===== src/common/ooo_pkg.sv =====
package ooo_pkg;

  localparam int DATA_W     = 16;  // Operand and result width
  localparam int TAG_W      = 4;   // Physical tag width
  localparam int AREG_W     = 3;   // Architectural register number width
  localparam int NUM_TAGS   = 16;  // Tag 0 is the zero register
  localparam int NUM_AREGS  = 8;
  localparam int NUM_RS     = 3;   // One station entry per unit
  localparam int MUL_STAGES = 3;   // Multiplier latency in cycles

  typedef logic [DATA_W-1:0] data_t;
  typedef logic [TAG_W-1:0]  tag_t;
  typedef logic [AREG_W-1:0] areg_t;

  typedef enum logic [2:0] {
    ADD = 3'd0,
    SUB = 3'd1,
    AND = 3'd2,
    XOR = 3'd3,
    LI  = 3'd4,  // Writes the immediate
    MUL = 3'd5
  } op_t;

  typedef enum logic {
    FU_ALU = 1'b0,
    FU_MUL = 1'b1
  } fu_t;

  // Unit bound to each entry, ALU0 ALU1 MUL
  localparam fu_t RS_FU_LIST [NUM_RS] = '{FU_ALU, FU_ALU, FU_MUL};

  function automatic fu_t op_fu(op_t op);
    return (op == MUL) ? FU_MUL : FU_ALU;  // Everything else runs on an ALU
  endfunction

endpackage


===== src/common/ooo_ifs.sv =====
`timescale 1ns/1ps

interface dispatch_if import ooo_pkg::*; ();
  logic  dispatch_en;  // Accept strobe from decode
  fu_t   fu;           // Unit type the instruction needs
  op_t   op;
  tag_t  dest_tag;     // Freshly allocated tag
  tag_t  src1_tag;
  logic  src1_ready;
  tag_t  src2_tag;
  logic  src2_ready;
  data_t imm;
  logic  slot_free;    // Matching entry empty or issuing

  modport source (output dispatch_en, fu, op, dest_tag, src1_tag, src1_ready,
                  src2_tag, src2_ready, imm, input slot_free);
  modport sink   (input dispatch_en, fu, op, dest_tag, src1_tag, src1_ready,
                  src2_tag, src2_ready, imm, output slot_free);
endinterface

interface issue_if import ooo_pkg::*; #(parameter int NUM_RS = ooo_pkg::NUM_RS) ();
  logic [NUM_RS-1:0] issue;               // Per entry issue strobe
  op_t               op       [NUM_RS];
  tag_t              dest_tag [NUM_RS];
  tag_t              src1_tag [NUM_RS];
  tag_t              src2_tag [NUM_RS];
  data_t             imm      [NUM_RS];
  logic [NUM_RS-1:0] fu_free;             // Unit can take work this cycle

  modport source (output issue, op, dest_tag, src1_tag, src2_tag, imm, input fu_free);
  modport sink   (input issue, op, dest_tag, src1_tag, src2_tag, imm, output fu_free);
endinterface

interface cdb_if import ooo_pkg::*; #(parameter int NUM_RS = ooo_pkg::NUM_RS) ();
  logic              cdb_valid;  // One cycle per completion
  tag_t              cdb_tag;
  data_t             cdb_value;
  logic [NUM_RS-1:0] grant;      // Unit whose buffer drains now

  modport source  (output cdb_valid, cdb_tag, cdb_value, grant);
  modport monitor (input cdb_valid, cdb_tag, cdb_value, grant);
endinterface


===== src/execute/mul_pipe.sv =====
`timescale 1ns/1ps

module mul_pipe import ooo_pkg::*; #(
  parameter int MUL_STAGES = ooo_pkg::MUL_STAGES  // At least 2
) (
  input  logic  clock,
  input  logic  reset,
  input  logic  in_valid,
  input  tag_t  in_tag,
  input  data_t a,
  input  data_t b,
  input  logic  hold,
  output logic  out_valid,
  output tag_t  out_tag,
  output data_t out_value
);

  logic [MUL_STAGES-1:0] vld;
  tag_t                  tag_q [MUL_STAGES];
  data_t                 val_q [MUL_STAGES];  // Stage 0 holds the low partial product
  logic [7:0]            part_hi;             // a times b upper byte, low byte only

  always_ff @(posedge clock) begin
    if (reset) begin
      vld <= '0;
    end else if (!hold) begin
      vld <= {vld[MUL_STAGES-2:0], in_valid};
    end
  end

  always_ff @(posedge clock) begin
    if (!hold) begin  // Whole pipe freezes together
      tag_q[0] <= in_tag;
      val_q[0] <= a * {8'd0, b[7:0]};
      part_hi  <= a[7:0] * b[15:8];
      tag_q[1] <= tag_q[0];
      val_q[1] <= val_q[0] + {part_hi, 8'd0};  // Low 16 bits of the product
      for (int s = 2; s < MUL_STAGES; s++) begin
        tag_q[s] <= tag_q[s-1];
        val_q[s] <= val_q[s-1];
      end
    end
  end

  assign out_valid = vld[MUL_STAGES-1];
  assign out_tag   = tag_q[MUL_STAGES-1];
  assign out_value = val_q[MUL_STAGES-1];

endmodule


===== src/execute/execute_units.sv =====
`timescale 1ns/1ps

module execute_units import ooo_pkg::*; #(
  parameter int NUM_RS     = ooo_pkg::NUM_RS,
  parameter int MUL_STAGES = ooo_pkg::MUL_STAGES
) (
  input  logic              clock,
  input  logic              reset,
  issue_if.sink             iss,
  cdb_if.monitor            cdb,
  output logic [NUM_RS-1:0] res_valid,
  output tag_t              res_tag   [NUM_RS],
  output data_t             res_value [NUM_RS],
  input  logic [NUM_RS-1:0] buf_full,
  output tag_t              rf_tag1   [NUM_RS],
  output tag_t              rf_tag2   [NUM_RS],
  input  data_t             rf_val1   [NUM_RS],
  input  data_t             rf_val2   [NUM_RS],
  output logic              busy
);

  logic [NUM_RS-1:0] hold;       // Result buffer blocked
  logic [NUM_RS-1:0] unit_busy;
  data_t             opa [NUM_RS];
  data_t             opb [NUM_RS];

  assign rf_tag1 = iss.src1_tag;
  assign rf_tag2 = iss.src2_tag;
  assign busy    = |unit_busy;

  for (genvar i = 0; i < NUM_RS; i++) begin : g_unit
    // Bypass the value being broadcast this cycle
    assign opa[i] = (cdb.cdb_valid && cdb.cdb_tag == iss.src1_tag[i]) ? cdb.cdb_value
                                                                       : rf_val1[i];
    assign opb[i] = (cdb.cdb_valid && cdb.cdb_tag == iss.src2_tag[i]) ? cdb.cdb_value
                                                                       : rf_val2[i];
    assign hold[i]        = buf_full[i] && !cdb.grant[i];
    assign iss.fu_free[i] = !hold[i];

    if (RS_FU_LIST[i] == FU_ALU) begin : g_alu
      data_t alu_out;
      always_comb begin
        case (iss.op[i])
          ADD:     alu_out = opa[i] + opb[i];
          SUB:     alu_out = opa[i] - opb[i];
          AND:     alu_out = opa[i] & opb[i];
          XOR:     alu_out = opa[i] ^ opb[i];
          LI:      alu_out = iss.imm[i];
          default: alu_out = '0;  // MUL never reaches an ALU entry
        endcase
      end
      assign res_valid[i] = iss.issue[i];  // Buffered at the end of the issue cycle
      assign res_tag[i]   = iss.dest_tag[i];
      assign res_value[i] = alu_out;
      assign unit_busy[i] = 1'b0;
    end else begin : g_mul
      localparam int CNT_W = $clog2(MUL_STAGES + 2);
      logic             pipe_valid;
      logic [CNT_W-1:0] in_flight;  // Products still inside the pipe

      mul_pipe #(.MUL_STAGES(MUL_STAGES)) u_mul (
        .clock     (clock),
        .reset     (reset),
        .in_valid  (iss.issue[i]),
        .in_tag    (iss.dest_tag[i]),
        .a         (opa[i]),
        .b         (opb[i]),
        .hold      (hold[i]),
        .out_valid (pipe_valid),
        .out_tag   (res_tag[i]),
        .out_value (res_value[i])
      );

      assign res_valid[i] = pipe_valid && !hold[i];  // Held result must not overwrite buffer

      always_ff @(posedge clock) begin
        if (reset) begin
          in_flight <= '0;
        end else begin
          in_flight <= in_flight + CNT_W'(iss.issue[i]) - CNT_W'(res_valid[i]);
        end
      end
      assign unit_busy[i] = (in_flight != '0);
    end
  end

endmodule


===== src/hw/rename_dispatch.sv =====
`timescale 1ns/1ps

module rename_dispatch import ooo_pkg::*; (
  input  logic                clock,
  input  logic                reset,
  input  logic                inst_valid,
  input  op_t                 inst_op,
  input  areg_t               inst_dest,
  input  areg_t               inst_src1,
  input  areg_t               inst_src2,
  input  areg_t               rd_addr,
  input  data_t               inst_imm,
  output logic                inst_accept,
  output tag_t                rd_tag,
  input  logic [NUM_TAGS-1:0] rs_ref,
  dispatch_if.source          dsp,
  cdb_if.monitor              cdb
);

  tag_t                rat [NUM_AREGS];  // Register alias table
  logic [NUM_TAGS-1:0] tag_ready;        // Value present in value file
  logic [NUM_TAGS-1:0] tag_alloc;        // Owned by a register or in flight
  logic [NUM_TAGS-1:0] mapped;           // Named by some alias entry
  logic [NUM_TAGS-1:0] reclaim;          // Released at this edge
  logic [NUM_TAGS-1:0] cdb_hit;          // Decoded broadcast tag
  tag_t                free_tag;         // Lowest unallocated tag
  logic                have_free;
  tag_t                src1_tag;
  tag_t                src2_tag;

  always_comb begin
    mapped = '0;
    for (int r = 0; r < NUM_AREGS; r++) begin
      mapped[rat[r]] = 1'b1;  // r0 keeps tag 0 mapped forever
    end
  end

  always_comb begin
    cdb_hit = '0;
    if (cdb.cdb_valid) begin
      cdb_hit[cdb.cdb_tag] = 1'b1;
    end
  end

  // Unmapped, completed and no longer read by any station entry
  assign reclaim = tag_alloc & ~mapped & tag_ready & ~rs_ref;

  always_comb begin
    free_tag  = '0;
    have_free = 1'b0;
    for (int t = NUM_TAGS - 1; t > 0; t--) begin  // Downward scan leaves the lowest
      if (!tag_alloc[t]) begin
        free_tag  = tag_t'(t);
        have_free = 1'b1;
      end
    end
  end

  // LI has no real sources, point them at the always-ready zero tag
  assign src1_tag = (inst_op == LI) ? '0 : rat[inst_src1];
  assign src2_tag = (inst_op == LI) ? '0 : rat[inst_src2];

  assign inst_accept     = inst_valid && dsp.slot_free && have_free;
  assign dsp.dispatch_en = inst_accept;
  assign dsp.fu          = op_fu(inst_op);
  assign dsp.op          = inst_op;
  assign dsp.dest_tag    = free_tag;
  assign dsp.src1_tag    = src1_tag;
  assign dsp.src1_ready  = tag_ready[src1_tag] | cdb_hit[src1_tag];  // Completes this cycle
  assign dsp.src2_tag    = src2_tag;
  assign dsp.src2_ready  = tag_ready[src2_tag] | cdb_hit[src2_tag];
  assign dsp.imm         = inst_imm;
  assign rd_tag          = rat[rd_addr];  // External register read

  always_ff @(posedge clock) begin
    if (reset) begin
      for (int r = 0; r < NUM_AREGS; r++) begin
        rat[r] <= tag_t'(r);  // Identity mapping
      end
      tag_ready <= '1;
      tag_alloc <= {{(NUM_TAGS - NUM_AREGS){1'b0}}, {NUM_AREGS{1'b1}}};
    end else begin
      tag_ready <= tag_ready | cdb_hit;
      tag_alloc <= tag_alloc & ~reclaim;
      if (inst_accept) begin
        tag_ready[free_tag] <= 1'b0;  // Pending until broadcast
        tag_alloc[free_tag] <= 1'b1;
        if (inst_dest != '0) begin
          rat[inst_dest] <= free_tag;  // r0 result lands in an orphan tag
        end
      end
    end
  end

endmodule


===== src/reservation_station/reservation_station.sv =====
`timescale 1ns/1ps

module reservation_station import ooo_pkg::*; #(
  parameter int NUM_RS = ooo_pkg::NUM_RS
) (
  input  logic                clock,
  input  logic                reset,
  dispatch_if.sink            dsp,
  issue_if.source             iss,
  cdb_if.monitor              cdb,
  output logic [NUM_TAGS-1:0] rs_ref,
  output logic                busy
);

  localparam int IDX_W = (NUM_RS > 1) ? $clog2(NUM_RS) : 1;

  logic [NUM_RS-1:0] ent_busy;
  op_t               ent_op   [NUM_RS];
  tag_t              ent_dest [NUM_RS];
  data_t             ent_imm  [NUM_RS];
  tag_t              ent_t1   [NUM_RS];  // Source tags
  tag_t              ent_t2   [NUM_RS];
  logic [NUM_RS-1:0] ent_r1;             // Source ready bits
  logic [NUM_RS-1:0] ent_r2;
  logic [NUM_RS-1:0] wake1;              // Bus matches a source now
  logic [NUM_RS-1:0] wake2;
  logic [NUM_RS-1:0] ready;              // Both operands available
  logic [NUM_RS-1:0] avail;              // Free for dispatch at this edge
  logic [IDX_W-1:0]  pick;               // Entry taking the dispatch

  always_comb begin
    for (int i = 0; i < NUM_RS; i++) begin
      wake1[i]     = cdb.cdb_valid && (cdb.cdb_tag == ent_t1[i]);
      wake2[i]     = cdb.cdb_valid && (cdb.cdb_tag == ent_t2[i]);  // Own compare per operand
      ready[i]     = ent_busy[i] && (ent_r1[i] || wake1[i]) && (ent_r2[i] || wake2[i]);
      iss.issue[i] = ready[i] && iss.fu_free[i];  // Structural hazard check
      avail[i]     = !ent_busy[i] || iss.issue[i];
    end
  end

  assign iss.op       = ent_op;
  assign iss.dest_tag = ent_dest;
  assign iss.src1_tag = ent_t1;
  assign iss.src2_tag = ent_t2;
  assign iss.imm      = ent_imm;

  always_comb begin
    dsp.slot_free = 1'b0;
    pick          = '0;
    for (int i = NUM_RS - 1; i >= 0; i--) begin  // Lowest matching entry wins
      if (avail[i] && (RS_FU_LIST[i] == dsp.fu)) begin
        dsp.slot_free = 1'b1;
        pick          = IDX_W'(i);
      end
    end
  end

  // Tags still to be read, held back from reclamation
  always_comb begin
    rs_ref = '0;
    for (int i = 0; i < NUM_RS; i++) begin
      if (ent_busy[i]) begin
        rs_ref[ent_t1[i]] = 1'b1;
        rs_ref[ent_t2[i]] = 1'b1;
      end
    end
  end

  assign busy = |ent_busy;

  always_ff @(posedge clock) begin
    if (reset) begin
      ent_busy <= '0;
    end else begin
      ent_busy <= ent_busy & ~iss.issue;  // Cleared in the issue cycle
      if (dsp.dispatch_en) begin
        ent_busy[pick] <= 1'b1;
      end
    end
  end

  always_ff @(posedge clock) begin
    ent_r1 <= ent_r1 | wake1;
    ent_r2 <= ent_r2 | wake2;
    if (dsp.dispatch_en) begin
      ent_op[pick]   <= dsp.op;
      ent_dest[pick] <= dsp.dest_tag;
      ent_imm[pick]  <= dsp.imm;
      ent_t1[pick]   <= dsp.src1_tag;
      ent_t2[pick]   <= dsp.src2_tag;
      ent_r1[pick]   <= dsp.src1_ready;
      ent_r2[pick]   <= dsp.src2_ready;
    end
  end

endmodule


===== src/hw/completion_bus.sv =====
`timescale 1ns/1ps

module completion_bus import ooo_pkg::*; #(
  parameter int NUM_RS = ooo_pkg::NUM_RS
) (
  input  logic              clock,
  input  logic              reset,
  input  logic [NUM_RS-1:0] res_valid,
  input  tag_t              res_tag   [NUM_RS],
  input  data_t             res_value [NUM_RS],
  output logic [NUM_RS-1:0] buf_full,
  input  tag_t              rf_tag1   [NUM_RS],
  input  tag_t              rf_tag2   [NUM_RS],
  output data_t             rf_val1   [NUM_RS],
  output data_t             rf_val2   [NUM_RS],
  input  tag_t              rd_tag,
  output data_t             rd_data,
  cdb_if.source             cdb,
  output logic              busy
);

  logic [NUM_RS-1:0] buf_valid;        // One result buffer per unit
  tag_t              buf_tag   [NUM_RS];
  data_t             buf_value [NUM_RS];
  logic [NUM_RS-1:0] grant;
  logic              found;            // Some buffer wins the bus
  tag_t              win_tag;
  data_t             win_value;
  data_t             vfile [NUM_TAGS]; // Physical value file

  // Multiplier units first, then ALUs in entry order
  always_comb begin
    grant     = '0;
    found     = 1'b0;
    win_tag   = '0;
    win_value = '0;
    for (int pass = 0; pass < 2; pass++) begin
      for (int i = 0; i < NUM_RS; i++) begin
        if (!found && buf_valid[i] && ((RS_FU_LIST[i] == FU_MUL) == (pass == 0))) begin
          grant[i]  = 1'b1;
          found     = 1'b1;
          win_tag   = buf_tag[i];
          win_value = buf_value[i];
        end
      end
    end
  end

  assign cdb.cdb_valid = found;
  assign cdb.cdb_tag   = win_tag;
  assign cdb.cdb_value = win_value;
  assign cdb.grant     = grant;
  assign buf_full      = buf_valid;
  assign busy          = |buf_valid;

  always_ff @(posedge clock) begin
    if (reset) begin
      buf_valid <= '0;
    end else begin
      buf_valid <= res_valid | (buf_valid & ~grant);  // Refill allowed while draining
    end
  end

  always_ff @(posedge clock) begin
    for (int i = 0; i < NUM_RS; i++) begin
      if (res_valid[i]) begin
        buf_tag[i]   <= res_tag[i];
        buf_value[i] <= res_value[i];
      end
    end
  end

  always_ff @(posedge clock) begin
    if (reset) begin
      for (int t = 0; t < NUM_TAGS; t++) begin
        vfile[t] <= '0;  // Initial registers read zero
      end
    end else if (found && win_tag != '0) begin
      vfile[win_tag] <= win_value;  // Tag 0 stays zero
    end
  end

  always_comb begin
    for (int i = 0; i < NUM_RS; i++) begin
      rf_val1[i] = vfile[rf_tag1[i]];
      rf_val2[i] = vfile[rf_tag2[i]];
    end
  end

  assign rd_data = vfile[rd_tag];

endmodule


===== src/hw/ooo_core.sv =====
`timescale 1ns/1ps

module ooo_core import ooo_pkg::*; #(
  parameter int NUM_RS     = ooo_pkg::NUM_RS,
  parameter int MUL_STAGES = ooo_pkg::MUL_STAGES
) (
  input  logic  clock,
  input  logic  reset,
  input  logic  inst_valid,
  input  op_t   inst_op,
  input  areg_t inst_dest,
  input  areg_t inst_src1,
  input  areg_t inst_src2,
  input  data_t inst_imm,
  output logic  inst_accept,
  input  areg_t rd_addr,
  output data_t rd_data,
  output logic  cdb_valid,
  output tag_t  cdb_tag,
  output data_t cdb_value,
  output logic  core_busy
);

  dispatch_if                  dsp_bus ();
  issue_if #(.NUM_RS(NUM_RS))  iss_bus ();
  cdb_if   #(.NUM_RS(NUM_RS))  cdb_bus ();

  logic [NUM_TAGS-1:0] rs_ref;              // Tags read by waiting entries
  tag_t                rd_tag;
  logic [NUM_RS-1:0]   res_valid;
  tag_t                res_tag   [NUM_RS];
  data_t               res_value [NUM_RS];
  logic [NUM_RS-1:0]   buf_full;
  tag_t                rf_tag1   [NUM_RS];  // Operand read ports
  tag_t                rf_tag2   [NUM_RS];
  data_t               rf_val1   [NUM_RS];
  data_t               rf_val2   [NUM_RS];
  logic                rs_busy;
  logic                ex_busy;
  logic                cb_busy;

  rename_dispatch u_rename (
    .clock, .reset, .inst_valid, .inst_op, .inst_dest, .inst_src1, .inst_src2,
    .rd_addr, .inst_imm, .inst_accept, .rd_tag, .rs_ref,
    .dsp (dsp_bus),
    .cdb (cdb_bus)
  );

  reservation_station #(.NUM_RS(NUM_RS)) u_rs (
    .clock, .reset, .rs_ref,
    .dsp  (dsp_bus),
    .iss  (iss_bus),
    .cdb  (cdb_bus),
    .busy (rs_busy)
  );

  execute_units #(.NUM_RS(NUM_RS), .MUL_STAGES(MUL_STAGES)) u_exec (
    .clock, .reset, .res_valid, .res_tag, .res_value, .buf_full,
    .rf_tag1, .rf_tag2, .rf_val1, .rf_val2,
    .iss  (iss_bus),
    .cdb  (cdb_bus),
    .busy (ex_busy)
  );

  completion_bus #(.NUM_RS(NUM_RS)) u_cbus (
    .clock, .reset, .res_valid, .res_tag, .res_value, .buf_full,
    .rf_tag1, .rf_tag2, .rf_val1, .rf_val2, .rd_tag, .rd_data,
    .cdb  (cdb_bus),
    .busy (cb_busy)
  );

  assign cdb_valid = cdb_bus.cdb_valid;
  assign cdb_tag   = cdb_bus.cdb_tag;
  assign cdb_value = cdb_bus.cdb_value;
  assign core_busy = rs_busy | ex_busy | cb_busy;  // Work queued anywhere

endmodule


===== config.mk =====
export PLATFORM = sky130hd
export DESIGN_NAME = ooo_core
export DESIGN_NICKNAME = d
export VERILOG_FILES = /design/src/common/ooo_pkg.sv /design/src/common/ooo_ifs.sv /design/src/execute/mul_pipe.sv /design/src/execute/execute_units.sv /design/src/hw/rename_dispatch.sv /design/src/reservation_station/reservation_station.sv /design/src/hw/completion_bus.sv /design/src/hw/ooo_core.sv
export SDC_FILE = /design/constraint.sdc
export NUM_CORES = 2
export LEC_CHECK = 0
export ABC_CLOCK_PERIOD_IN_PS = 9000
export BUFFER_PORTS_ARGS = -buffer_cell sky130_fd_sc_hd__buf_2
export CAP_MARGIN = 30
export CORE_UTILIZATION = 65
export DETAILED_ROUTE_END_ITERATION = 16
export PLACE_DENSITY_LB_ADDON = 0.12
export RECOVER_POWER = 100
export SYNTH_ARGS = -nofsm -noshare
export SYNTH_HDL_FRONTEND = slang
export SYNTH_HIERARCHICAL = 1
export SYNTH_SLANG_ARGS = --single-unit

===== constraint.sdc =====
create_clock -name clock -period 9 [get_ports clock]
set_input_delay 0.45 -clock clock [delete_from_list [all_inputs] [get_ports clock]]
set_output_delay 0.45 -clock clock [all_outputs]
set_load 0.02 [all_outputs]

==> reports/qor.txt <==
status - finished, violations left
failing checks - max-capacitance violations, max-slew violations
cell at the slowest stage of the critical path - dfxtp_1
Die Ht - 267 um
Cells after Synth - 3638
non-filler instance count after layout - 4529
# fillers - 4798
Hold Path Class - input pin to flop
# port buffers - 72
Clock Tree Buf Depth - 3
IO Pins - 73
FMAX - 0.123 GHz
Ys Warns - 6
period utilization - 90.0%
CP Data Required Time - 9390 ps
Relative slew margins - -146%
Worst VDD drop - 0.177 mV
Mapped Area - 45700 um^2
Tot GR Track Use - 45.6%
Least-Margin Pin Slew - 3690 ps
Arr. time, crit path - 8500 ps
post-detail-place hpwl - 109 mm
Die Span X - 267 um
drt wl/cell - 35.6 um
Final Critical Period - 8100 ps
TritonCTS Buffers - 58
Cell Rows - 96
Storage cell area - 15700 um^2
post-cts resize count - 0
Final TNS setup - 0 ps
DRT iter0 DRCs - 6420
Vias/cell - 7.81
vias in the first global route - 34400
max_cap viols - 33
Post-CTS Hold Fix Bufs - 10
CP Capture Type - flop
Power Dens Cells - 187 nW/um^2
Initial Util - 66.2%
Worst Setup SP - u_cbus/buf_full[2]
Final Wtd Congestion - 1.03
RSZ-0062 raised after global routing - false
Setup crit start kind - flop
final hold viol count - 0
Crit path top cell by count - fa_1
WL final - 161 mm
Final Slew Violations - 771
largest net degree at the start of global routing - 73
cell total after placement - 4402
post-CTS setup buffers - 0
DRT Pass-1 Iters - 9
hold_sp - inst_imm[7]
Root Buffer - clkbuf_16
crit-path cells - a22o_1, clkinv_1, xnor2_1, nand2_1, nor4_1, clkbuf_1, mux2_1, and2_0, fa_1, inv_1, fa_1, fa_1, fa_1, inv_1, ha_1, o21a_1, or2_0, a21o_1, o2111ai_1, a311oi_1, xnor2_1
final setup vio count - 0
NumNets Final - 3765
DR vias - 35400
critical path class - flop to flop
Clock Latency Late Sink - 690 ps
initial antenna violation count - 14
TritonCTS Sinks - 539
CTS tree - done
Reg clk slew, reported paths - 60 ps
leakage power total - 17.1 nW
CORE AREA - 69100 um^2
area taken by multi-input logic gates - 27300 um^2
first-pass GRT wire length - 232 mm
max incr delay on CP - 940 ps
DR DRC count - 0
GRT overflow - 0
share of cells above drive strength 1 - 24.7%
Die Footprint - 71400 um^2
CP max FO - 31
number of routed nets with antenna violations - 0
Critical R2R Launch - u_cbus/buf_full[2]
Syn-to-layout area delta - 4.93%
mean post-synth cell area - 12.6 um^2
H-tree levels - 2
skew final - 38.5 ps
registers in the layout, indices dropped and copies added (netlist names), 6 cells and up:
register                           count
u_exec/g_unit.g_mul.u_mul/tag_q       12
u_cbus/buf_tag                        12
u_exec/g_unit.g_mul.u_mul/part_hi      8
u_rs/iss.imm                          32
u_rename/rat                          32
u_cbus/vfile                         256
u_cbus/buf_value                      48
u_rename/tag_alloc                    15
u_rs/iss.src2_tag                     12
u_rs/iss.dest_tag                     12
u_rename/tag_ready                    16
u_exec/g_unit.g_mul.u_mul/val_q       48
u_rs/iss.op                            6
u_rs/iss.src1_tag                     12
path summary, 6_finish.rpt:
kind / end / slack (ps) / cells past startpoint
setup / recovery: u_exec/g_unit[2].g_mul.u_mul/val_q[0][15] / 900 / 21
hold / removal: u_rs/iss.imm[39] / 90 / 1
setup reg to reg: u_exec/g_unit[2].g_mul.u_mul/val_q[0][15] / 900 / 21
hold reg to reg: u_exec/g_unit[2].g_mul.u_mul/val_q[0][42] / 410 / 0
through the flow:
| stage | hold slack, ps | setup slack (ps) | total power [mW] | utilization [%] | cell area (um^2) |
|---|---|---|---|---|---|
| after floorplan | 400 | 1900 | 5.55 | - | 45800 |
| after global placement | 402 | 1650 | 6.30 | 67.0 | 46300 |
| after detailed placement | 405 | 1400 | 6.40 | 67.2 | 46400 |
| after CTS | 8.68 | 1360 | 8.92 | 70.2 | 48500 |
| after global routing | 89.5 | 514 | 9.28 | 69.5 | 48000 |
| final | 91.8 | 898 | 9.00 | 69.5 | 48000 |
routing by layer:
layer | global-route usage [%] | part of all wire (%)
met5 | 0.139 | 0.060
met4 | 28.0 | 7.6
met3 | 19.7 | 16
met2 | 67.5 | 44
met1 | 55.2 | 32
layout make-up:
type / instances / area share [%]
antenna: 4 / 0.0209
clock buffer: 72 / 3.26
clock inverter: 36 / 0.931
inverter: 178 / 1.39
multi-input combinational: 2580 / 56.9
sequential: 539 / 32.7
tap: 931 / 2.43
timing repair buffer: 189 / 2.40
power by group:
part	internal, mW	total, mW	switching [mW]	leakage [nW]
clock	1.47	2.54	1.07	0.977
combinational	1.35	3.18	1.84	10.8
sequential	3.06	3.28	0.216	5.30
cell usage in the layout, fill, tap and decap left out, types with 13 or more instances in the layout:
| cell type | instances |
|---|---|
| o32ai_1 | 27 |
| buf_4 | 58 |
| o21ai_0 | 38 |
| a31oi_1 | 38 |
| conb_1 | 20 |
| ha_1 | 109 |
| edfxtp_1 | 490 |
| mux2i_1 | 82 |
| a222oi_1 | 15 |
| fa_1 | 76 |
| buf_2 | 31 |
| clkbuf_1 | 91 |
| nand2b_1 | 74 |
| nor2_1 | 356 |
| clkbuf_16 | 59 |
| mux2_2 | 72 |
| nor3_1 | 74 |
| nor4_1 | 16 |
| and3_1 | 13 |
| nand3b_1 | 23 |
| o31ai_1 | 14 |
| xor2_1 | 78 |
| clkinv_1 | 15 |
| mux2_1 | 33 |
| o21bai_1 | 25 |
| dfxtp_1 | 49 |
| nand2_1 | 228 |
| o22ai_1 | 55 |
| mux4_2 | 568 |
| and2_1 | 73 |
| xnor2_1 | 75 |
| nor2b_1 | 55 |
| a21oi_1 | 69 |
| nand3_1 | 41 |
| inv_1 | 170 |
worst max-delay path: cells and delay by family, from the launching register on:
family	cells	cell delay, ps
AND/OR/NAND/NOR	4	740
XOR/XNOR	2	590
flip-flops	1	940
adder cells (fa/ha/maj)	5	2250
buffers and inverters	4	1560
AO/OA/AOI/OAI	5	1160
multiplexers	1	560
Power figures use the tool's default switching activity.
